## src/hw/mrd_pkg.sv

```systemverilog
package mrd_pkg;

	// memory banking
	localparam int N_BANKS     = 7;
	localparam int N_LANES     = 5;
	localparam int W_IDX       = 3;
	localparam int W_BANK_ADDR = 10;

	// bank index of a lane that is not used by the stage
	localparam logic [W_IDX-1:0] BANK_NONE = 3'd7;

	// sample and configuration widths
	localparam int W_SAMPLE = 16;
	localparam int W_RADIX  = 3;

	// wishbone bus widths
	localparam int W_WB_ADR = 14;
	localparam int W_WB_DAT = 32;

	// --------------------------------------------------
	// register map, word addresses
	// bit 13 clear selects a sample write
	// --------------------------------------------------
	localparam logic [W_WB_ADR-1:0] REG_RADIX = 14'h2000;
	localparam logic [W_WB_ADR-1:0] REG_SPAN  = 14'h2001;
	localparam logic [W_WB_ADR-1:0] REG_COUNT = 14'h2002;
	localparam logic [W_WB_ADR-1:0] REG_CTRL  = 14'h2003;

endpackage

```

## src/hw/butterfly_addr_gen.sv

```systemverilog
`timescale 1ns/1ps

module butterfly_addr_gen import mrd_pkg::*; #(
	parameter int ADDR_W = 12
) (
	input  logic                           clk,
	input  logic                           rst_n,
	input  logic                           go,
	input  logic [W_RADIX-1:0]             radix,
	input  logic [ADDR_W-1:0]              span,
	input  logic [ADDR_W-1:0]              count,
	output logic                           issue,
	output logic [N_LANES-1:0][ADDR_W-1:0] lane_addr
);

	logic [ADDR_W-1:0]              remain;
	logic [N_LANES-1:0][ADDR_W-1:0] lane_q;
	logic [N_LANES-1:0][ADDR_W-1:0] offset;
	logic                           start;

	assign start = go && !issue;

	// k * span as a chain of adders
	always_comb
	begin
		offset[0] = '0;
		for (int k = 1; k < N_LANES; k++)
			offset[k] = offset[k-1] + span;
	end

	// butterfly counter
	always_ff @(posedge clk)
	begin
		if (!rst_n)
		begin
			issue  <= 1'b0;
			remain <= '0;
		end
		else if (start)
		begin
			issue  <= (count != '0);
			remain <= count;
		end
		else if (issue)
		begin
			issue  <= (remain != ADDR_W'(1));
			remain <= remain - ADDR_W'(1);
		end
	end

	// --------------------------------------------------
	// lane accumulators, j + k*span
	// --------------------------------------------------
	generate
		for (genvar k = 0; k < N_LANES; k++)
		begin : g_lane
			// unused lanes hold their last sum
			always_ff @(posedge clk)
			begin
				if (W_RADIX'(k) < radix)
				begin
					if (start)
						lane_q[k] <= offset[k];
					else if (issue)
						lane_q[k] <= lane_q[k] + ADDR_W'(1);
				end
			end
		end
	endgenerate

	assign lane_addr = lane_q;

endmodule

```

## config.mk

```make
export PLATFORM = sky130hd
export DESIGN_NAME = butterfly_addr_gen
export DESIGN_NICKNAME = d
export VERILOG_FILES = /design/src/hw/mrd_pkg.sv /design/src/hw/butterfly_addr_gen.sv
export SDC_FILE = /design/constraint.sdc
export NUM_CORES = 1
export LEC_CHECK = 0
export ABC_CLOCK_PERIOD_IN_PS = 3900
export BUFFER_PORTS_ARGS = -buffer_cell sky130_fd_sc_hd__buf_2
export CORE_UTILIZATION = 28
export DETAILED_ROUTE_END_ITERATION = 6
export GPL_ROUTABILITY_DRIVEN = 0
export HOLD_SLACK_MARGIN = 0.08
export SLEW_MARGIN = 20
export SYNTH_ARGS = -nofsm -noshare
export SYNTH_HDL_FRONTEND = slang
export SYNTH_SLANG_ARGS = --single-unit
```

## constraint.sdc

```tcl
create_clock -name clk -period 3.9 [get_ports clk]
set_clock_uncertainty 0.05 [all_clocks]
set_input_delay 0.78 -clock clk [delete_from_list [all_inputs] [get_ports clk]]
set_output_delay 0.78 -clock clk [all_outputs]
set_load 0.02 [all_outputs]
```

==> results.md <==
* Status: finished clean
* Net Count, Synth at ~600
* Min Tclk post-route at between 3 and 4 ns
* CTS Buf Count at 9
* Area Growth Syn to Fin at 21.0%
* Register bit total from synthesis at 73
* Placed cells at 823
* FF-to-FF End: lane_addr[50]
* Leakage power at around 2.3 nW
* Vias at between 4000 and 5000
* Remaining antenna violation count at 0
* Reg2reg start: issue
* Syn Area/Cell at between 9 and 10 sq um
* Synth top area share at 37.3%
* Sequential Power Share at approximately 40%
* Total Negative Setup Slacks at 0 ns
* Total Routing Usage GR at roughly 15%
* Largest net degree at the start of global routing at 42
* Endpoints failing setup at 0
* Worst r2r path cells at 6
* Vias per cell at approximately 5
* Worst EP arrival at roughly 3.5 ns
* Max Cap Violations at 0
* DR WL/cell at 14.8 um
* WHS Path Cells at 1
* Pwr dens at between 400 and 500 mW/mm^2
* Post-CTS setup buffers at 0
* Peak VDD IR at approximately 0.21 mV
* Vias in the first global route at 3950
* EDFF count, synth at 60
* Core Region at 0.0167 sq mm
* CP Class: input pin to flop
* First-pass GRT wire length at between 20000 and 25000 um
* WP data required at roughly 4 ns
* Final Max Slew Viols at 0
* Final Cycle Share at approximately nine tenths
* Max FO, Critical Path at 7
* Commonest non-fill, non-tap cell in the layout: buf_2
* Int Pwr at between 0.0015 and 0.002 W
* Synth Flop Type: edfxtp_1
* Top cells by area, synth: edfxtp_1 37%, ha_1 7.5%, xor2_1 6.0%
* Asr flop ratio synth at 0%
* R2R Setup Slk at roughly 1.3 ns
* Share of layout cells above drive strength 1 at 19.2%
* Initial antenna violation count at 1
* Max Fclk at ~0.29 GHz
* Nets at around 670
* Fill count at 1763
* Hold Crit Endpoint: remain[10]
* # H-tree levels at 3
* Area occupied by multi-input gates at around 0.0027 sq mm
* # diodes at 0
* RSZ-0062 raised after global routing: false
* Clock root cell: clkbuf_16
* Die Area at 0.0178 sq mm
* Hold_sp: remain[10]
* CTS Hold Buffers Added at 0
* Total power at about 0.0026 W
* TritonCTS clock tree: done
* Worst Setup Start Kind: input pin
* Worst-path clk slew at 0.06 ns
* Cell taking the most area after synthesis: edfxtp_1
* Post-Synthesis Cell Area at 0.00483 sq mm
* Io pins at between 90 and 100
* Die Span X at about 130 um
* Port buffer count at 90
* Worst Hold Class: flop to flop
* Starting DRT DRC Count at approximately 250
* Die Ht at 133 um
* Part of the Yosys area used for sequential elements at a little over two fifths
* TritonCTS Sinks at 73
* Switch share at about a third
* Commonest non-fill, non-tap cells in the layout: 90 x buf_2, 62 x nor2_1, 60 x edfxtp_1
* Global route total overflow at 0
* Drc violations at 0
* TritonRoute pass-1 iters at 4
* Distinct cells, synth at 52
* Clock latency on the worst-skew pair at about 0.34 ns
* Register area at between 0.002 and 0.0025 sq mm
* Post-CTS Resized at 0
* Clock buffer depth at 2
* Starting Density at 28.9%
* Gate Count Post-Synth at ~520
* P_sw at about 0.00084 W
* Critical path capture point type: flop
* Drt total wl at about 12000 um
* Worst-Margin Slew at about 1.0 ns
* Combinational power share at 27.0%
* Slew HR at between 30% and 40%
* Dpl hpwl at just over 9000 um
* Fin. Hold Viols at 0
* Utilization after layout at about a third
* Crit path from: span[1]
* Row cnt at between 40 and 50
* Finished Layout Cells at ~840
* Yosys warns at 0
* Clock share of power at 32.1%
==> registers in the layout (all words and copies together) (netlist names) <==
register,cells
lane_addr,60
remain,12
issue,1
==> per-stage QoR <==
stage / hold WS (ns) / worst slack (ns) / instance area (sq um)
floorplan: 0.397 / 0.446 / 4830
global placement: 0.433 / 0.126 / 5550
detailed placement: 0.434 / 0.0371 / 5550
CTS: 0.447 / 0.418 / 5840
global route: 0.473 / 0.106 / 5840
finish: 0.450 / 0.420 / 5840
==> kinds of logic after synthesis <==
| logic type | count (synthesis) | synth area share, % |
|---|---|---|
| and+or+nand+nor | 203 | 19.8 |
| AOI/OAI and AO/OA | 124 | 15.8 |
| DFF | 73 | 42.7 |
| xor gates and xnor gates | 60 | 10.9 |
| buffers and inverters | 31 | 2.49 |
| adders and majority gates | 30 | 7.93 |
| muxes | 2 | 0.467 |
==> power groups by stage <==
stage,clock [W],combinational (W),sequential [W]
floorplan,0,0.000417,0.00113
global placement,0,0.000692,0.00106
detailed placement,0,0.000699,0.00107
CTS,0.000844,0.000701,0.00105
global route,0.000871,0.000778,0.00106
finish,0.000825,0.000693,0.00105
==> area by class of cell <==
class                   count  share of cell area, %
clock inverters             6                   1.01
flip-flops and latches     73                   35.3
inverters                  13                  0.836
multi-input cells         419                   45.5
repair buffers             98                   8.74
clock buffers              10                   3.92
well taps                 220                   4.71
==> synth_stat cells, types with 7 or more instances <==
cell type  number
inv_1          12
edfxtp_1       60
clkbuf_1       11
nor3_1         11
xor2_1         33
o21ai_0        33
o21a_1          9
nor2b_1         7
ha_1           29
and3_1         15
dfxtp_1        13
nor2_1         62
nand3_1        36
nand2_1        45
xnor2_1        27
a21oi_1        45
==> per-layer routing <==
| layer | GRT usage (%) | vias to the layer above | routed length [um] |
|---|---|---|---|
| met5 | 0 | - | 16 |
| met4 | 4.61 | 2 | 151 |
| met3 | 4.11 | 11 | 665 |
| met2 | 23.8 | 85 | 5820 |
| met1 | 18.4 | 1886 | 5770 |
| li1 | - | 2090 | - |
==> critical path, cell delays in order <==
cell and delay [ns]:
buf_2 0.15, ha_1 0.22, fa_1 0.40, a21oi_1 0.21, o21bai_1 0.10, xor2_1 0.16
ha_1 0.33, o21a_1 0.11, o21ai_0 0.15, a31oi_1 0.08, o41ai_1 0.36, o21ai_0 0.19
xnor2_1 0.16, o21ai_0 0.09
==> worst max-delay path by stage <==
stage                     slack [ns]       endpoint  cells after the start
after global routing            0.11  lane_addr[59]                     14
after floorplan                 0.45  lane_addr[59]                     13
after detailed placement        0.04  lane_addr[59]                     14
after global placement          0.13  lane_addr[59]                     14
final                           0.42  lane_addr[59]                     14
after CTS                       0.42  lane_addr[59]                     14
Power figures use the tool's default switching activity.
