[src/hw/mrd_pkg.sv]
package mrd_pkg;

	// memory banking
	localparam int N_BANKS     = 7;
	localparam int N_LANES     = 5;
	localparam int W_IDX       = 3;
	localparam int W_BANK_ADDR = 10;

	// bank index of a lane that is not used by the stage
	localparam logic [W_IDX-1:0] BANK_NONE = 3'd7;

	// sample and configuration widths
	localparam int W_SAMPLE = 16;
	localparam int W_RADIX  = 3;

	// wishbone bus widths
	localparam int W_WB_ADR = 14;
	localparam int W_WB_DAT = 32;

	// --------------------------------------------------
	// register map, word addresses
	// bit 13 clear selects a sample write
	// --------------------------------------------------
	localparam logic [W_WB_ADR-1:0] REG_RADIX = 14'h2000;
	localparam logic [W_WB_ADR-1:0] REG_SPAN  = 14'h2001;
	localparam logic [W_WB_ADR-1:0] REG_COUNT = 14'h2002;
	localparam logic [W_WB_ADR-1:0] REG_CTRL  = 14'h2003;

endpackage

[src/hw/bank_div7.sv]
`timescale 1ns/1ps

module bank_div7 import mrd_pkg::*; #(
	parameter int ADDR_W = 12
) (
	input  logic [ADDR_W-1:0]      addr,
	output logic [W_BANK_ADDR-1:0] bank_addr,
	output logic [W_IDX-1:0]       bank_idx
);

	localparam int W_PROD = ADDR_W + 16;

	logic [W_PROD-1:0] a_ext;
	logic [W_PROD-1:0] prod;
	logic [ADDR_W-1:0] q_est;
	logic [ADDR_W-1:0] r_est;
	logic [ADDR_W-1:0] q_fix;
	logic [ADDR_W-1:0] r_fix;

	// multiply by 9362, just below 2^16 / 7
	assign a_ext = W_PROD'(addr);
	assign prod  = (a_ext << 13) + (a_ext << 10) + (a_ext << 7)
		+ (a_ext << 4) + (a_ext << 1);
	assign q_est = prod[W_PROD-1:16];
	assign r_est = addr - ((q_est << 3) - q_est);

	// one step of remainder correction
	always_comb
	begin
		if (r_est >= ADDR_W'(N_BANKS))
		begin
			q_fix = q_est + ADDR_W'(1);
			r_fix = r_est - ADDR_W'(N_BANKS);
		end
		else
		begin
			q_fix = q_est;
			r_fix = r_est;
		end
	end

	assign bank_addr = W_BANK_ADDR'(q_fix);
	assign bank_idx  = W_IDX'(r_fix);

endmodule

[src/hw/stage_reader.sv]
`timescale 1ns/1ps

module stage_reader import mrd_pkg::*; #(
	parameter int ADDR_W = 12
) (
	input  logic                                clk,
	input  logic                                rst_n,
	input  logic                                issue,
	input  logic [W_RADIX-1:0]                  radix,
	input  logic [N_LANES-1:0][ADDR_W-1:0]      lane_addr,
	output logic [N_BANKS-1:0]                  rd_en,
	output logic [N_BANKS-1:0][W_BANK_ADDR-1:0] rd_addr,
	input  logic [N_BANKS-1:0][W_SAMPLE-1:0]    rd_real,
	input  logic [N_BANKS-1:0][W_SAMPLE-1:0]    rd_imag,
	output logic [N_LANES-1:0][W_SAMPLE-1:0]    lane_real,
	output logic [N_LANES-1:0][W_SAMPLE-1:0]    lane_imag,
	output logic                                lane_valid,
	output logic                                stage_done,
	output logic                                busy
);

	logic [N_LANES-1:0][W_BANK_ADDR-1:0] div_addr;
	logic [N_LANES-1:0][W_IDX-1:0]       div_idx;
	logic [N_LANES-1:0][W_BANK_ADDR-1:0] addr_r;
	logic [N_LANES-1:0][W_IDX-1:0]       idx_r;
	logic [N_LANES-1:0][W_IDX-1:0]       idx_d1;
	logic [N_LANES-1:0][W_IDX-1:0]       idx_d2;
	logic [2:0]                          iss_sr;
	logic                                busy_q;

	// --------------------------------------------------
	// lane address to bank pair
	// --------------------------------------------------
	generate
		for (genvar k = 0; k < N_LANES; k++)
		begin : g_lane
			bank_div7 #(
				.ADDR_W (ADDR_W)
			) u_div7 (
				.addr      (lane_addr[k]),
				.bank_addr (div_addr[k]),
				.bank_idx  (div_idx[k])
			);

			always_ff @(posedge clk)
			begin
				addr_r[k] <= div_addr[k];
				idx_r[k]  <= (W_RADIX'(k) >= radix) ? BANK_NONE : div_idx[k];
			end
		end
	endgenerate

	// --------------------------------------------------
	// per bank read enable and address
	// --------------------------------------------------
	generate
		for (genvar b = 0; b < N_BANKS; b++)
		begin : g_bank
			logic                   hit;
			logic [W_BANK_ADDR-1:0] sel_addr;

			// lowest lane wins, a conflict-free stage has at most one hit
			always_comb
			begin
				hit      = 1'b0;
				sel_addr = '0;
				for (int k = N_LANES - 1; k >= 0; k--)
				begin
					if (idx_r[k] == W_IDX'(b))
					begin
						hit      = 1'b1;
						sel_addr = addr_r[k];
					end
				end
			end

			always_ff @(posedge clk)
			begin
				if (!rst_n)
					rd_en[b] <= 1'b0;
				else
					rd_en[b] <= hit && iss_sr[0];
			end

			always_ff @(posedge clk)
				rd_addr[b] <= sel_addr;
		end
	endgenerate

	// indices follow the data through the banks
	always_ff @(posedge clk)
	begin
		idx_d1 <= idx_r;
		idx_d2 <= idx_d1;
	end

	// steer bank outputs back to lanes
	always_comb
	begin
		for (int k = 0; k < N_LANES; k++)
		begin
			if (idx_d2[k] == BANK_NONE)
			begin
				lane_real[k] = '0;
				lane_imag[k] = '0;
			end
			else
			begin
				lane_real[k] = rd_real[idx_d2[k]];
				lane_imag[k] = rd_imag[idx_d2[k]];
			end
		end
	end

	// --------------------------------------------------
	// valid, done and busy framing
	// --------------------------------------------------
	always_ff @(posedge clk)
	begin
		if (!rst_n)
		begin
			iss_sr     <= '0;
			stage_done <= 1'b0;
			busy_q     <= 1'b0;
		end
		else
		begin
			iss_sr     <= {iss_sr[1:0], issue};
			stage_done <= iss_sr[2] && !iss_sr[1];
			if (issue)
				busy_q <= 1'b1;
			else if (stage_done)
				busy_q <= 1'b0;
		end
	end

	assign lane_valid = iss_sr[2];
	assign busy       = busy_q || issue;

endmodule

[config.mk]
export PLATFORM = sky130hd
export DESIGN_NAME = stage_reader
export DESIGN_NICKNAME = d
export VERILOG_FILES = /design/src/hw/mrd_pkg.sv /design/src/hw/bank_div7.sv /design/src/hw/stage_reader.sv
export SDC_FILE = /design/constraint.sdc
export NUM_CORES = 1
export LEC_CHECK = 0
export BUFFER_PORTS_ARGS = -buffer_cell sky130_fd_sc_hd__buf_4
export CAP_MARGIN = 20
export CELL_PAD_IN_SITES_DETAIL_PLACEMENT = 1
export CELL_PAD_IN_SITES_GLOBAL_PLACEMENT = 2
export CORE_AREA = 8 8 204 401
export CTS_BUF_LIST = sky130_fd_sc_hd__clkbuf_8
export DETAILED_ROUTE_END_ITERATION = 8
export DIE_AREA = 0 0 212 409
export PLACE_DENSITY = 0.84
export SYNTH_ARGS = -nofsm -noshare
export SYNTH_HDL_FRONTEND = slang
export SYNTH_SLANG_ARGS = --single-unit
[constraint.sdc]
create_clock -name clk -period 8.3 [get_ports clk]
set_input_delay 1.245 -clock clk [delete_from_list [all_inputs] [get_ports clk]]
set_output_delay 1.245 -clock clk [all_outputs]
set_load 0.02 [all_outputs]
==> results.json <==
{
  "wl_per_cell_microns": 25.8,
  "layout-drive-gt1-share": 0.277,
  "tns_ns": 0,
  "fin_crit_sh": 0.939,
  "slew_headroom": 0.230,
  "fmax_mhz": 128,
  "place_hpwl_mm": 90.3,
  "firstDrtPassIters": 5,
  "initial_core_util": 0.347,
  "status": "complete, no violations",
  "ys_seq_area_frac": 0.134,
  "grt_usage": 0.260,
  "yosysWarnings": 0,
  "synth.distinct_cells": 86,
  "ir_drop_mv": 0.243,
  "port_buffers": 529,
  "period_minus_slack_ns": 7.79,
  "setup.worst_path.start_class": "primary input",
  "routed_via_density": 5.86,
  "ys_ff_latch": 177,
  "post-synth-top-area-cell": "mux4_2",
  "wl_mm": 117,
  "cts_buffers": 17,
  "die_area_sq_um": 86700,
  "cts_buffer_depth": 2,
  "rows": 144,
  "drc": 0,
  "coreArea_sq_um": 76600,
  "synth_ff_type": "dfxtp_1",
  "required_ns": 8.68,
  "synth_top_area_frac": 0.136,
  "synth_top_cells_by_count": "ha_1, nand2_1, o21ai_0",
  "clock_sinks": 177,
  "post_cts.repair.setup_buffers": 0,
  "drtAntennaViolNets": 0,
  "fillers": 9102,
  "cp.arrival_ns": 8.17,
  "ctsRootBufferMaster": "clkbuf_8",
  "clkTransAtPathRegs_ns": 0.09,
  "areaGrowthSynthToFinish_pct": 21.2,
  "drt_iter0_markers": 1839,
  "synthMostInstantiatedCell": "ha_1",
  "finalPower_w": 0.0147,
  "maxCapViolCount": 0,
  "final.setup_skew_ns": 0.0188,
  "h-tree-depth": 4,
  "synth_cells": 3034,
  "worst_pin_slew_ns": 1.15,
  "antenna_found_initial": 19,
  "gp_congestion": 0.932,
  "cts_tree": "built",
  "holdCritPathClass": "register to register",
  "crit_fanout": 13,
  "cts_hold_buffers": 0,
  "dp_slack_ns": 0.0501,
  "setup_viol": 0,
  "path_class": "primary input to register",
  "grt_max_degree": 65,
  "ys_async_sr_fraction": 0,
  "die_h_microns": 409,
  "final_max_slew_viol_count": 0,
  "pin_count": 530,
  "via_count": 26500,
  "clock_latency_ns": 0.47,
  "setup_slack_ns": 0.508,
  "worstSetupEndpointType": "register",
  "grt_setup_unrepaired": "no",
  "cellPowerDensity_nw_per_um2": 458,
  "synth_area_leaders": "mux4_2, ha_1, dfxtp_1, mux2i_1, mux2_2",
  "grt.overflow.total": 0,
  "nets": 4123,
  "grt_pass1_wl_mm": 176,
  "die_x_microns": 212,
  "p_leak_nw": 14.5,
  "final_util": 0.420,
  "syn_area_per_cell_sq_um": 8.75,
  "finalHoldViolCount": 0,
  "syn_area_sq_um": 26500,
  "synth_edf_count": 0,
  "grt_pass1_vias": 27700,
  "cts_resized": 0
}
-- worst paths after layout --
check / slack, ns / endpoint / cells past startpoint / from
worst max-delay path: 0.51 / addr_r[35] / 25 / lane_addr[36]
worst min register to register: 0.33 / idx_d2[1] / 0 / idx_d1[1]
worst min-delay path: 0.33 / idx_d2[1] / 0 / idx_d1[1]
worst max register to register: 5.65 / rd_addr[20] / 7 / idx_r[13]
-- placed cells by master, fill, tap and decap left out, types with 17 or more instances in the layout --
cell type and instances:
fa_1 75, a21o_1 35, nand2_1 271, a21oi_1 233, mux4_2 160, o21ai_0 257
diode_2 18, ha_1 285, dfxtp_1 162, a211oi_1 59, nor3_1 31, a22oi_1 51
o211ai_1 24, buf_4 579, mux2_2 134, nor2_1 239, inv_1 145, nand4_1 22
mux2i_1 184, a31oi_1 17, xnor2_1 120, clkbuf_8 20, xor2_1 47, nand3_1 37
nand2b_1 18, nor2b_1 19
-- sequential cells by signal, summed over array words and instances (netlist names) --
register	flops
addr_r	50
busy_q	1
idx_d1	15
idx_d2	15
idx_r	15
iss_sr	3
rd_addr	70
rd_en	7
stage_done	1
-- where the power goes --
group	leakage [nW]	total [W]	switching (W)	internal (W)
Clock	0.225	0.000644	0.000329	0.000315
Combinational	12.8	0.0120	0.00688	0.00516
Sequential	1.48	0.00204	0.000792	0.00125
-- final cells by class --
| class | count | area, sq um | area share |
|---|---|---|---|
| multi-input cells | 2551 | 21900 | 0.681 |
| repair buffers | 584 | 4400 | 0.137 |
| flip-flops and latches | 177 | 3590 | 0.112 |
| well taps | 1022 | 1280 | 0.0398 |
| inverters | 142 | 533 | 0.0166 |
| clock buffers | 19 | 262 | 0.00813 |
| clock inverters | 13 | 159 | 0.00494 |
| diodes | 18 | 45.0 | 0.00140 |
-- kinds of logic (layout without fill, tap and decap cells) --
kind of cell,after synthesis,in the layout,synth area share
other,1,23,0.000141
and+or+nand+nor,743,743,0.128
muxes,478,478,0.262
xor gates and xnor gates,169,169,0.0568
buffers and inverters,310,758,0.0444
adders and majority gates,361,361,0.191
DFF,177,177,0.134
AOI/OAI and AO/OA,795,795,0.183
-- metrics by stage --
step / instance area, sq um / hold slack (ns) / std cells
after floorplan: 26500 / 0.310 / 3038
after global placement: 31600 / 0.311 / 4469
after detailed placement: 31600 / 0.313 / 4469
after CTS: 32000 / 0.328 / 4501
after global routing: 32200 / 0.330 / 4523
final: 32200 / 0.330 / 4526
-- routing by layer --
metal / vias to the layer above / part of all wire / wire (microns) / global-route usage
met5: - / 0.00022 / 26 / 0
met4: 4 / 0.031 / 3580 / 0.0879
met3: 193 / 0.077 / 9020 / 0.0566
met2: 1022 / 0.47 / 54300 / 0.422
met1: 13200 / 0.43 / 49900 / 0.337
li1: 12100 / - / - / -
-- worst max-delay path, cell delays in order --
cell	delay [ns]
buf_4	0.14
ha_1	0.25
fa_1	0.43
xor2_1	0.18
fa_1	0.43
ha_1	0.30
ha_1	0.32
a21oi_1	0.14
o21ai_0	0.13
nor3_1	0.56
o21ai_0	0.27
a21o_1	0.23
xor2_1	0.27
fa_1	0.47
ha_1	0.22
a2111oi_1	0.68
nor3_1	0.15
o21a_1	0.22
o22ai_1	0.24
o21ai_0	0.16
xnor3_1	0.23
xnor2_1	0.18
nand4_2	0.35
nand3_1	0.22
xnor2_1	0.16
No activity file was read; power rests on OpenSTA's default activity.
