### src/hw/mrd_pkg.sv
package mrd_pkg;

	// memory banking
	localparam int N_BANKS     = 7;
	localparam int N_LANES     = 5;
	localparam int W_IDX       = 3;
	localparam int W_BANK_ADDR = 10;

	// bank index of a lane that is not used by the stage
	localparam logic [W_IDX-1:0] BANK_NONE = 3'd7;

	// sample and configuration widths
	localparam int W_SAMPLE = 16;
	localparam int W_RADIX  = 3;

	// wishbone bus widths
	localparam int W_WB_ADR = 14;
	localparam int W_WB_DAT = 32;

	// --------------------------------------------------
	// register map, word addresses
	// bit 13 clear selects a sample write
	// --------------------------------------------------
	localparam logic [W_WB_ADR-1:0] REG_RADIX = 14'h2000;
	localparam logic [W_WB_ADR-1:0] REG_SPAN  = 14'h2001;
	localparam logic [W_WB_ADR-1:0] REG_COUNT = 14'h2002;
	localparam logic [W_WB_ADR-1:0] REG_CTRL  = 14'h2003;

endpackage

### src/hw/bank_div7.sv
`timescale 1ns/1ps

module bank_div7 import mrd_pkg::*; #(
	parameter int ADDR_W = 12
) (
	input  logic [ADDR_W-1:0]      addr,
	output logic [W_BANK_ADDR-1:0] bank_addr,
	output logic [W_IDX-1:0]       bank_idx
);

	localparam int W_PROD = ADDR_W + 16;

	logic [W_PROD-1:0] a_ext;
	logic [W_PROD-1:0] prod;
	logic [ADDR_W-1:0] q_est;
	logic [ADDR_W-1:0] r_est;
	logic [ADDR_W-1:0] q_fix;
	logic [ADDR_W-1:0] r_fix;

	// multiply by 9362, just below 2^16 / 7
	assign a_ext = W_PROD'(addr);
	assign prod  = (a_ext << 13) + (a_ext << 10) + (a_ext << 7)
		+ (a_ext << 4) + (a_ext << 1);
	assign q_est = prod[W_PROD-1:16];
	assign r_est = addr - ((q_est << 3) - q_est);

	// one step of remainder correction
	always_comb
	begin
		if (r_est >= ADDR_W'(N_BANKS))
		begin
			q_fix = q_est + ADDR_W'(1);
			r_fix = r_est - ADDR_W'(N_BANKS);
		end
		else
		begin
			q_fix = q_est;
			r_fix = r_est;
		end
	end

	assign bank_addr = W_BANK_ADDR'(q_fix);
	assign bank_idx  = W_IDX'(r_fix);

endmodule

### src/hw/wb_ctrl_regs.sv
`timescale 1ns/1ps

module wb_ctrl_regs import mrd_pkg::*; #(
	parameter int ADDR_W = 12
) (
	input  logic                   clk,
	input  logic                   rst_n,
	input  logic                   cyc,
	input  logic                   stb,
	input  logic                   we,
	input  logic [W_WB_ADR-1:0]    adr,
	input  logic [W_WB_DAT-1:0]    dat_w,
	output logic                   ack,
	output logic [W_WB_DAT-1:0]    dat_r,
	input  logic                   busy,
	output logic                   go,
	output logic [W_RADIX-1:0]     radix,
	output logic [ADDR_W-1:0]      span,
	output logic [ADDR_W-1:0]      count,
	output logic                   wr_en,
	output logic [W_IDX-1:0]       wr_bank,
	output logic [W_BANK_ADDR-1:0] wr_addr,
	output logic [2*W_SAMPLE-1:0]  wr_data
);

	logic                   req;
	logic                   is_sample;
	logic [W_BANK_ADDR-1:0] pt_addr;
	logic [W_IDX-1:0]       pt_bank;

	assign req       = cyc && stb && !ack;
	assign is_sample = !adr[13];

	// write path bank mapping
	bank_div7 #(
		.ADDR_W (ADDR_W)
	) u_div7 (
		.addr      (adr[ADDR_W-1:0]),
		.bank_addr (pt_addr),
		.bank_idx  (pt_bank)
	);

	// --------------------------------------------------
	// ack, go and configuration registers
	// --------------------------------------------------
	always_ff @(posedge clk)
	begin
		if (!rst_n)
		begin
			ack   <= 1'b0;
			go    <= 1'b0;
			wr_en <= 1'b0;
			radix <= W_RADIX'(1);
			span  <= ADDR_W'(1);
			count <= '0;
		end
		else
		begin
			ack   <= req;
			go    <= req && we && adr == REG_CTRL && dat_w[0] && !busy;
			// samples arriving mid-stage are dropped
			wr_en <= req && we && is_sample && !busy;
			if (req && we)
			begin
				if (adr == REG_RADIX)
					radix <= dat_w[W_RADIX-1:0];
				if (adr == REG_SPAN)
					span <= dat_w[ADDR_W-1:0];
				if (adr == REG_COUNT)
					count <= dat_w[ADDR_W-1:0];
			end
		end
	end

	// sample write lands in the ack cycle
	always_ff @(posedge clk)
	begin
		wr_bank <= pt_bank;
		wr_addr <= pt_addr;
		wr_data <= dat_w;
	end

	// read data
	always_ff @(posedge clk)
	begin
		case (adr)
			REG_RADIX: dat_r <= W_WB_DAT'(radix);
			REG_SPAN:  dat_r <= W_WB_DAT'(span);
			REG_COUNT: dat_r <= W_WB_DAT'(count);
			REG_CTRL:  dat_r <= W_WB_DAT'(busy);
			default:   dat_r <= '0;
		endcase
	end

endmodule

### config.mk
export PLATFORM = sky130hd
export DESIGN_NAME = wb_ctrl_regs
export DESIGN_NICKNAME = d
export VERILOG_FILES = /design/src/hw/mrd_pkg.sv /design/src/hw/bank_div7.sv /design/src/hw/wb_ctrl_regs.sv
export SDC_FILE = /design/constraint.sdc
export NUM_CORES = 1
export LEC_CHECK = 0
export ABC_AREA = 0
export ABC_CLOCK_PERIOD_IN_PS = 13100
export BUFFER_PORTS_ARGS = -buffer_cell sky130_fd_sc_hd__buf_4
export CORE_ASPECT_RATIO = 1.1
export CORE_UTILIZATION = 56
export DETAILED_ROUTE_END_ITERATION = 10
export PLACE_DENSITY = 0.93
export SLEW_MARGIN = 20
export SYNTH_ARGS = -nofsm -noshare
export SYNTH_HDL_FRONTEND = slang
export SYNTH_SLANG_ARGS = --single-unit
### constraint.sdc
create_clock -name clk -period 13.1 [get_ports clk]
set_clock_uncertainty 0.2 [all_clocks]
set_input_delay 1.31 -clock clk [delete_from_list [all_inputs] [get_ports clk]]
set_output_delay 1.31 -clock clk [all_outputs]
set_load 0.05 [all_outputs]
==> results.sh, run 1 <==
export IMPL_number_of_global_route_vias_before_repair=4287
export IMPL_synth_ff_latch_count=87
export IMPL_dieHeight_microns=102
export IMPL_groute_usage_overall=0.274
export IMPL_antenna_left=0
export IMPL_synth_top_flop_cell="sky130_fd_sc_hd__dfxtp_1"
export IMPL_worst_endpoint_arrival_ns=8.25
export IMPL_synthesis_area_per_instance_sq_um=9.88
export IMPL_fillcell_total=588
export IMPL_end_kind="flop"
export IMPL_power_clock_fraction=0.127
export IMPL_placeableCoreArea_sq_um=8870
export IMPL_antenna_found_initial=0
export IMPL_pwr_share_seq=0.206
export IMPL_drt_first_pass_iters=5
export IMPL_final_period_util=0.627
export IMPL_h_tree_depth=3
export IMPL_layout_area_overhead_vs_synth_pct=24.7
export IMPL_grt_setup_unrepaired="no"
export IMPL_overall_die_width_microns=93.2
export IMPL_routed_wire_length_per_instance_microns=17.1
export IMPL_fp_dieArea_sq_um=9530
export IMPL_data_required_time_at_the_worst_endpoint_ns=13.14
export IMPL_syn_area_sq_um=5120
export IMPL_vias_post_dr=4285
export IMPL_tritoncts="built"
export IMPL_yosys_warnings=0
export IMPL_grt_first_pass_wirelength_mm=20.2
export IMPL_routed_wirelength_mm=13.3
export IMPL_num_nets_final=780
export IMPL_portBuffers=138
export IMPL_synth_async_sr_flop_share=0
export IMPL_p_leak_nw=2.95
export IMPL_grtUsageMet3=0.0714
export IMPL_period_needed_ns=8.22
export IMPL_cts_buffer_count=9
export IMPL_timing_slew_headroom=0.378
export IMPL_busiest_metal_layer_after_global_routing="met2"
export IMPL_cts_buffer_depth=2
export IMPL_clk_latency_ns=0.36
export IMPL_post_cts_buffers=0
export IMPL_drt_initial_drc_count=219
export IMPL_dp_hpwl_mm=10.2
export IMPL_outcome="finished, final reports clean"
export IMPL_via_per_inst=5.53
export IMPL_holdBufCountCts=0
export IMPL_final_setup_tns_ns=0
export IMPL_power_density_nw_per_um2=228
export IMPL_worst_vdd_ir_mv=0.151
export IMPL_rows=36
export IMPL_globalplace_congestion=0.900
export IMPL_clk_pin_slew_worst_paths_ns=0.10
export IMPL_setup_worst_path_start_class="input pin"
export IMPL_cap_violations=0
export IMPL_postCtsResizedCells=0
export IMPL_power_internal_w=0.000745
export IMPL_power_share_switching=0.487
export IMPL_min_path_type="reg2reg"
export IMPL_seq_area_frac_synth=0.340
export IMPL_netlist_instances=518
export IMPL_total_gr_overflow=0
export IMPL_initial_utilization=0.577
export IMPL_yosys_cell_types_count=63
export IMPL_final_layout_size_suffix_gt1_frac=0.272
export IMPL_share_of_power_burned_in_combinational_logic=0.667
export IMPL_ctsRootBufferMaster="sky130_fd_sc_hd__clkbuf_8"
export IMPL_layout_commonest_cell="sky130_fd_sc_hd__buf_4"
export IMPL_setup_viol=0
export IMPL_slew_violations=0
export IMPL_max_freq_ghz=0.122
export IMPL_path_class="in2reg"
export IMPL_critPathMaxFanout=14
export IMPL_grt_max_degree=29
export IMPL_remaining_drcs=0
export IMPL_ios=159
export IMPL_synth_edf_count=0
export IMPL_final_number_of_hold_violating_endpoints=0
export IMPL_groute_layer_met2_usage=0.484
export IMPL_num_antenna_cells=0
export IMPL_power_net_switching_w=0.000707
export IMPL_commonest_non_fill_non_tap_cells_in_the_layout="141 x sky130_fd_sc_hd__buf_4, 87 x sky130_fd_sc_hd__dfxtp_1, 57 x sky130_fd_sc_hd__ha_1"
export IMPL_gr_usage_met1=0.308
export IMPL_max_slew_worst_pin_slew_ns=0.930
export IMPL_detailedPlace_worstSlack_ns=4.51
export IMPL_post_route_worst_setup_slack_ns=4.88
export IMPL_clock_sink_count=87
==> power by group through the flow <==
stage | clock network [W] | logic [W] | registers, W
final | 0.000184 | 0.000969 | 0.000299
after global placement | 0 | 0.000896 | 0.000305
after global routing | 0.000198 | 0.00104 | 0.000301
after detailed placement | 0 | 0.000939 | 0.000306
after floorplan | 0 | 0.000639 | 0.000387
after CTS | 0.000186 | 0.000949 | 0.000299
==> cells by family after synthesis <==
family,synth area share
compound gates,0.116
xor+xnor,0.0645
fa+ha+maj,0.198
buf+inv,0.0653
flops,0.340
mux,0.0675
other cells,0.000733
simple gates,0.147
==> final timing paths <==
check        startpoint         end  slack, ns  cells after the start
max              adr[1]  wr_addr[3]       4.88                     27
min            count[2]    dat_r[2]       0.34                      2
max reg2reg         ack    span[11]      11.27                      6
min reg2reg    count[2]    dat_r[2]       0.34                      2
==> state kept, by name, summed over array words and instances (netlist names) <==
| signal | count |
|---|---|
| wr_addr | 10 |
| wr_bank | 3 |
| dat_r | 12 |
| count | 12 |
| span | 12 |
| ack | 1 |
| go | 1 |
| wr_data | 32 |
| wr_en | 1 |
| radix | 3 |
==> stage by stage <==
| step | total power (W) | hold slack (ns) | std cells | util | cell area, sq um |
|---|---|---|---|---|---|
| final | 0.00145 | 0.336 | 775 | 0.719 | 6380 |
| after global routing | 0.00154 | 0.369 | 775 | 0.719 | 6380 |
| after CTS | 0.00143 | 0.330 | 775 | 0.719 | 6380 |
| after detailed placement | 0.00124 | 0.308 | 759 | 0.697 | 6180 |
| after global placement | 0.00120 | 0.282 | 759 | 0.697 | 6180 |
| after floorplan | 0.00103 | 0.543 | 538 | - | 5190 |
==> worst max-delay path, stage by stage <==
cell                       delay [ns]
sky130_fd_sc_hd__buf_4           0.17
sky130_fd_sc_hd__ha_1            0.20
sky130_fd_sc_hd__inv_1           0.06
sky130_fd_sc_hd__fa_1            0.37
sky130_fd_sc_hd__nor3b_2         0.17
sky130_fd_sc_hd__a211oi_2        0.35
sky130_fd_sc_hd__xor2_1          0.19
sky130_fd_sc_hd__ha_1            0.25
sky130_fd_sc_hd__ha_1            0.29
sky130_fd_sc_hd__ha_1            0.42
sky130_fd_sc_hd__and4_1          0.27
sky130_fd_sc_hd__o2111a_1        0.15
sky130_fd_sc_hd__a21oi_1         0.32
sky130_fd_sc_hd__nand2_1         0.14
sky130_fd_sc_hd__xor2_1          0.52
sky130_fd_sc_hd__fa_1            0.53
sky130_fd_sc_hd__ha_1            0.38
sky130_fd_sc_hd__o21a_1          0.21
sky130_fd_sc_hd__nor2_1          0.08
sky130_fd_sc_hd__a21oi_1         0.07
sky130_fd_sc_hd__a21oi_1         0.24
sky130_fd_sc_hd__o21ai_0         0.16
sky130_fd_sc_hd__a21o_1          0.19
sky130_fd_sc_hd__and3_4          0.17
sky130_fd_sc_hd__o21ai_2         0.55
sky130_fd_sc_hd__nand3_1         0.26
sky130_fd_sc_hd__xnor2_1         0.22
==> synthesized netlist by cell type, drive strengths merged, types with 10 or more instances <==
cell	number	share of area
nand2	27	0.021
nor2	34	0.025
nor2b	28	0.034
inv	30	0.022
nand3	13	0.016
ha	57	0.14
o21ai	19	0.019
a21oi	28	0.029
a22oi	10	0.015
xnor2	20	0.041
buf	26	0.037
dfxtp	87	0.34
xor2	13	0.024
mux2i	30	0.059
fa	15	0.059
==> cell type report <==
| cell class | instances | area, sq um | area share |
|---|---|---|---|
| multi-input cells | 387 | 3130 | 0.490 |
| flip-flops and latches | 87 | 1740 | 0.273 |
| repair buffers | 141 | 1060 | 0.166 |
| well taps | 114 | 143 | 0.0223 |
| clock buffers | 9 | 124 | 0.0194 |
| inverters | 30 | 113 | 0.0176 |
| clock inverters | 7 | 75.1 | 0.0118 |
==> layer usage <==
metal  vias to the layer above  wire [microns]
met5                         -               0
met4                         0             525
li1                       2019               -
met2                       194            6780
met1                      2027            5140
met3                        45             815
(Power assumes the default switching activity.)
==> run 2, diff against run 1 <==
- ABC_CLOCK_PERIOD_IN_PS: 13100 -> 7800
- CORE_UTILIZATION: 56 -> 52
- PLACE_DENSITY: 0.93 -> 0.88
- clock period: 13.1 -> 7.8 ns (I/O delays scaled with it)
==> run 2 against run 1 <==
Non-clock buffer count up 2. Wire length down 6.5%. Final cell count up 0.65%. Sequential share of layout area down 0.064 points. Worst hold slack worse by 0.021 ns. Flip-flop and latch count unchanged. Critical endpoint is now wr_addr[5]. Core utilization down 4.2 points. Highest routed layer unchanged. Clock power up 58%.
==> results.sh, run 2 (same netlist as run 1, synthesis figures left out) <==
export IMPL_largest_reg_flops=32
export IMPL_layout_commonest_cell="sky130_fd_sc_hd__buf_4"
export IMPL_commonest_non_fill_non_tap_cells_in_the_layout="143 x sky130_fd_sc_hd__buf_4, 87 x sky130_fd_sc_hd__dfxtp_1, 57 x sky130_fd_sc_hd__ha_1"
export IMPL_finalInstanceArea_sq_um=6400
export IMPL_tritoncts="built"
export IMPL_setup_viol=0
export IMPL_num_nets_final=782
export IMPL_number_of_global_route_vias_before_repair=4200
export IMPL_crit_path_frequent_cell="sky130_fd_sc_hd__ha_1"
export IMPL_crit_reg2reg_capture="span[10]"
export IMPL_antenna_left=0
export IMPL_postCtsResizedCells=0
export IMPL_max_freq_ghz=0.135
export IMPL_grt_first_pass_wirelength_mm=19.5
export IMPL_registers_top_by_ff_count="wr_data"
export IMPL_layout_area_overhead_vs_synth_pct=25.0
export IMPL_num_antenna_cells=0
export IMPL_remaining_drcs=0
export IMPL_power_share_switching=0.485
export IMPL_setup_worst_path_start_class="input pin"
export IMPL_overall_die_width_microns=96.6
export IMPL_worst_endpoint_arrival_ns=7.46
export IMPL_critPathSlowestCell="sky130_fd_sc_hd__fa_1"
export IMPL_globalplace_congestion=0.926
export IMPL_power_net_switching_w=0.00118
export IMPL_clock_sink_count=87
export IMPL_ios=159
export IMPL_placeableCoreArea_sq_um=9440
export IMPL_cap_violations=0
export IMPL_p_leak_nw=2.95
export IMPL_post_dp_cell_area_sq_um=6200
export IMPL_data_required_time_at_the_worst_endpoint_ns=7.86
export IMPL_r2r_start="ack"
export IMPL_routed_wirelength_mm=12.4
export IMPL_max_slew_worst_pin_slew_ns=0.837
export IMPL_end_kind="flop"
export IMPL_post_cts_buffers=0
export IMPL_destination_of_the_worst_hold_path="wr_data[14]"
export IMPL_post_route_worst_setup_slack_ns=0.393
export IMPL_slew_violations=0
export IMPL_final_setup_tns_ns=0
export IMPL_routed_wire_length_per_instance_microns=15.9
export IMPL_pwr_share_seq=0.206
export IMPL_grt_max_degree=29
export IMPL_rrSetupSlack_ns=5.69
export IMPL_period_needed_ns=7.41
export IMPL_timing_slew_headroom=0.438
export IMPL_drt_initial_drc_count=207
export IMPL_path_class="in2reg"
export IMPL_power_density_nw_per_um2=379
export IMPL_power_total_w=0.00243
export IMPL_hold_path_startpoint="dat_w[14]"
export IMPL_clk_pin_slew_worst_paths_ns=0.09
export IMPL_fp_dieArea_sq_um=10200
export IMPL_largest_stage_delay_on_the_critical_path_ns=0.49
export IMPL_dp_hpwl_mm=9.78
export IMPL_groute_usage_overall=0.246
export IMPL_power_internal_w=0.00125
export IMPL_share_of_power_burned_in_combinational_logic=0.675
export IMPL_worst_vdd_ir_mv=0.262
export IMPL_dieHeight_microns=106
export IMPL_final_layout_size_suffix_gt1_frac=0.275
export IMPL_rows=37
export IMPL_drt_first_pass_iters=5
export IMPL_antenna_found_initial=0
export IMPL_initial_utilization=0.542
export IMPL_cts_buffer_count=9
export IMPL_outcome="finished, final reports clean"
export IMPL_detailedPlace_worstSlack_ns=0.0578
export IMPL_grt_setup_unrepaired="no"
export IMPL_portBuffers=138
export IMPL_cts_buffer_depth=2
export IMPL_ctsRootBufferMaster="sky130_fd_sc_hd__clkbuf_8"
export IMPL_final_period_util=0.950
export IMPL_power_clock_fraction=0.119
export IMPL_logic_depth_of_the_worst_register_to_register_path=6
export IMPL_holdBufCountCts=0
export IMPL_whs_path_depth=1
export IMPL_via_per_inst=5.45
export IMPL_final_number_of_hold_violating_endpoints=0
export IMPL_h_tree_depth=3
export IMPL_critPathMaxFanout=11
export IMPL_vias_post_dr=4254
export IMPL_total_gr_overflow=0
export IMPL_clk_latency_ns=0.36
export IMPL_min_path_type="in2reg"
-- run 2: layout make-up --
type	count	area, sq um
Clock buffer	10	128
Clock inverter	6	53.8
Fill cell	742	3050
Inverter	30	113
Multi-Input combinational cell	387	3140
Sequential cell	87	1740
Tap cell	117	146
Timing Repair Buffer	143	1070
-- run 2: power by group through the flow --
stage                     logic [W]  registers (W)  clock network, W
after global routing        0.00180       0.000505          0.000317
after floorplan             0.00107       0.000651                 0
after CTS                   0.00159       0.000501          0.000298
final                       0.00164       0.000500          0.000290
after detailed placement    0.00157       0.000511                 0
after global placement      0.00149       0.000511                 0
-- run 2: worst max path at each step --
stage	from	endpoint	slack (ns)	cells after the start
after CTS	adr[1]	wr_addr[5]	0.39	30
final	adr[1]	wr_addr[5]	0.39	30
after floorplan	adr[1]	wr_addr[5]	1.01	28
after global placement	adr[1]	wr_addr[5]	0.31	30
after global routing	adr[1]	wr_addr[5]	0.02	30
after detailed placement	adr[1]	wr_addr[5]	0.06	30
-- run 2: routing by layer --
| layer | wire length (microns) | track usage |
|---|---|---|
| met1 | 4800 | 0.282 |
| met2 | 6460 | 0.437 |
| met3 | 687 | 0.0429 |
| met4 | 457 | 0.108 |
| met5 | 0 | 0 |
-- run 2: per-stage QoR --
stage	hold slack [ns]	utilization	instances
after detailed placement	0.309	0.657	764
after CTS	0.306	0.676	780
after floorplan	0.543	-	538
final	0.315	0.677	780
after global placement	0.296	0.657	764
after global routing	0.293	0.677	780
-- run 2: critical path: cells and delay by family --
kind	cells	cell delay [ns]
XOR/XNOR	3	0.72
multiplexers	1	0.28
adder cells (fa/ha/maj)	7	2.31
buffers and inverters	4	0.52
AO/OA/AOI/OAI	9	1.80
AND/OR/NAND/NOR	6	1.04
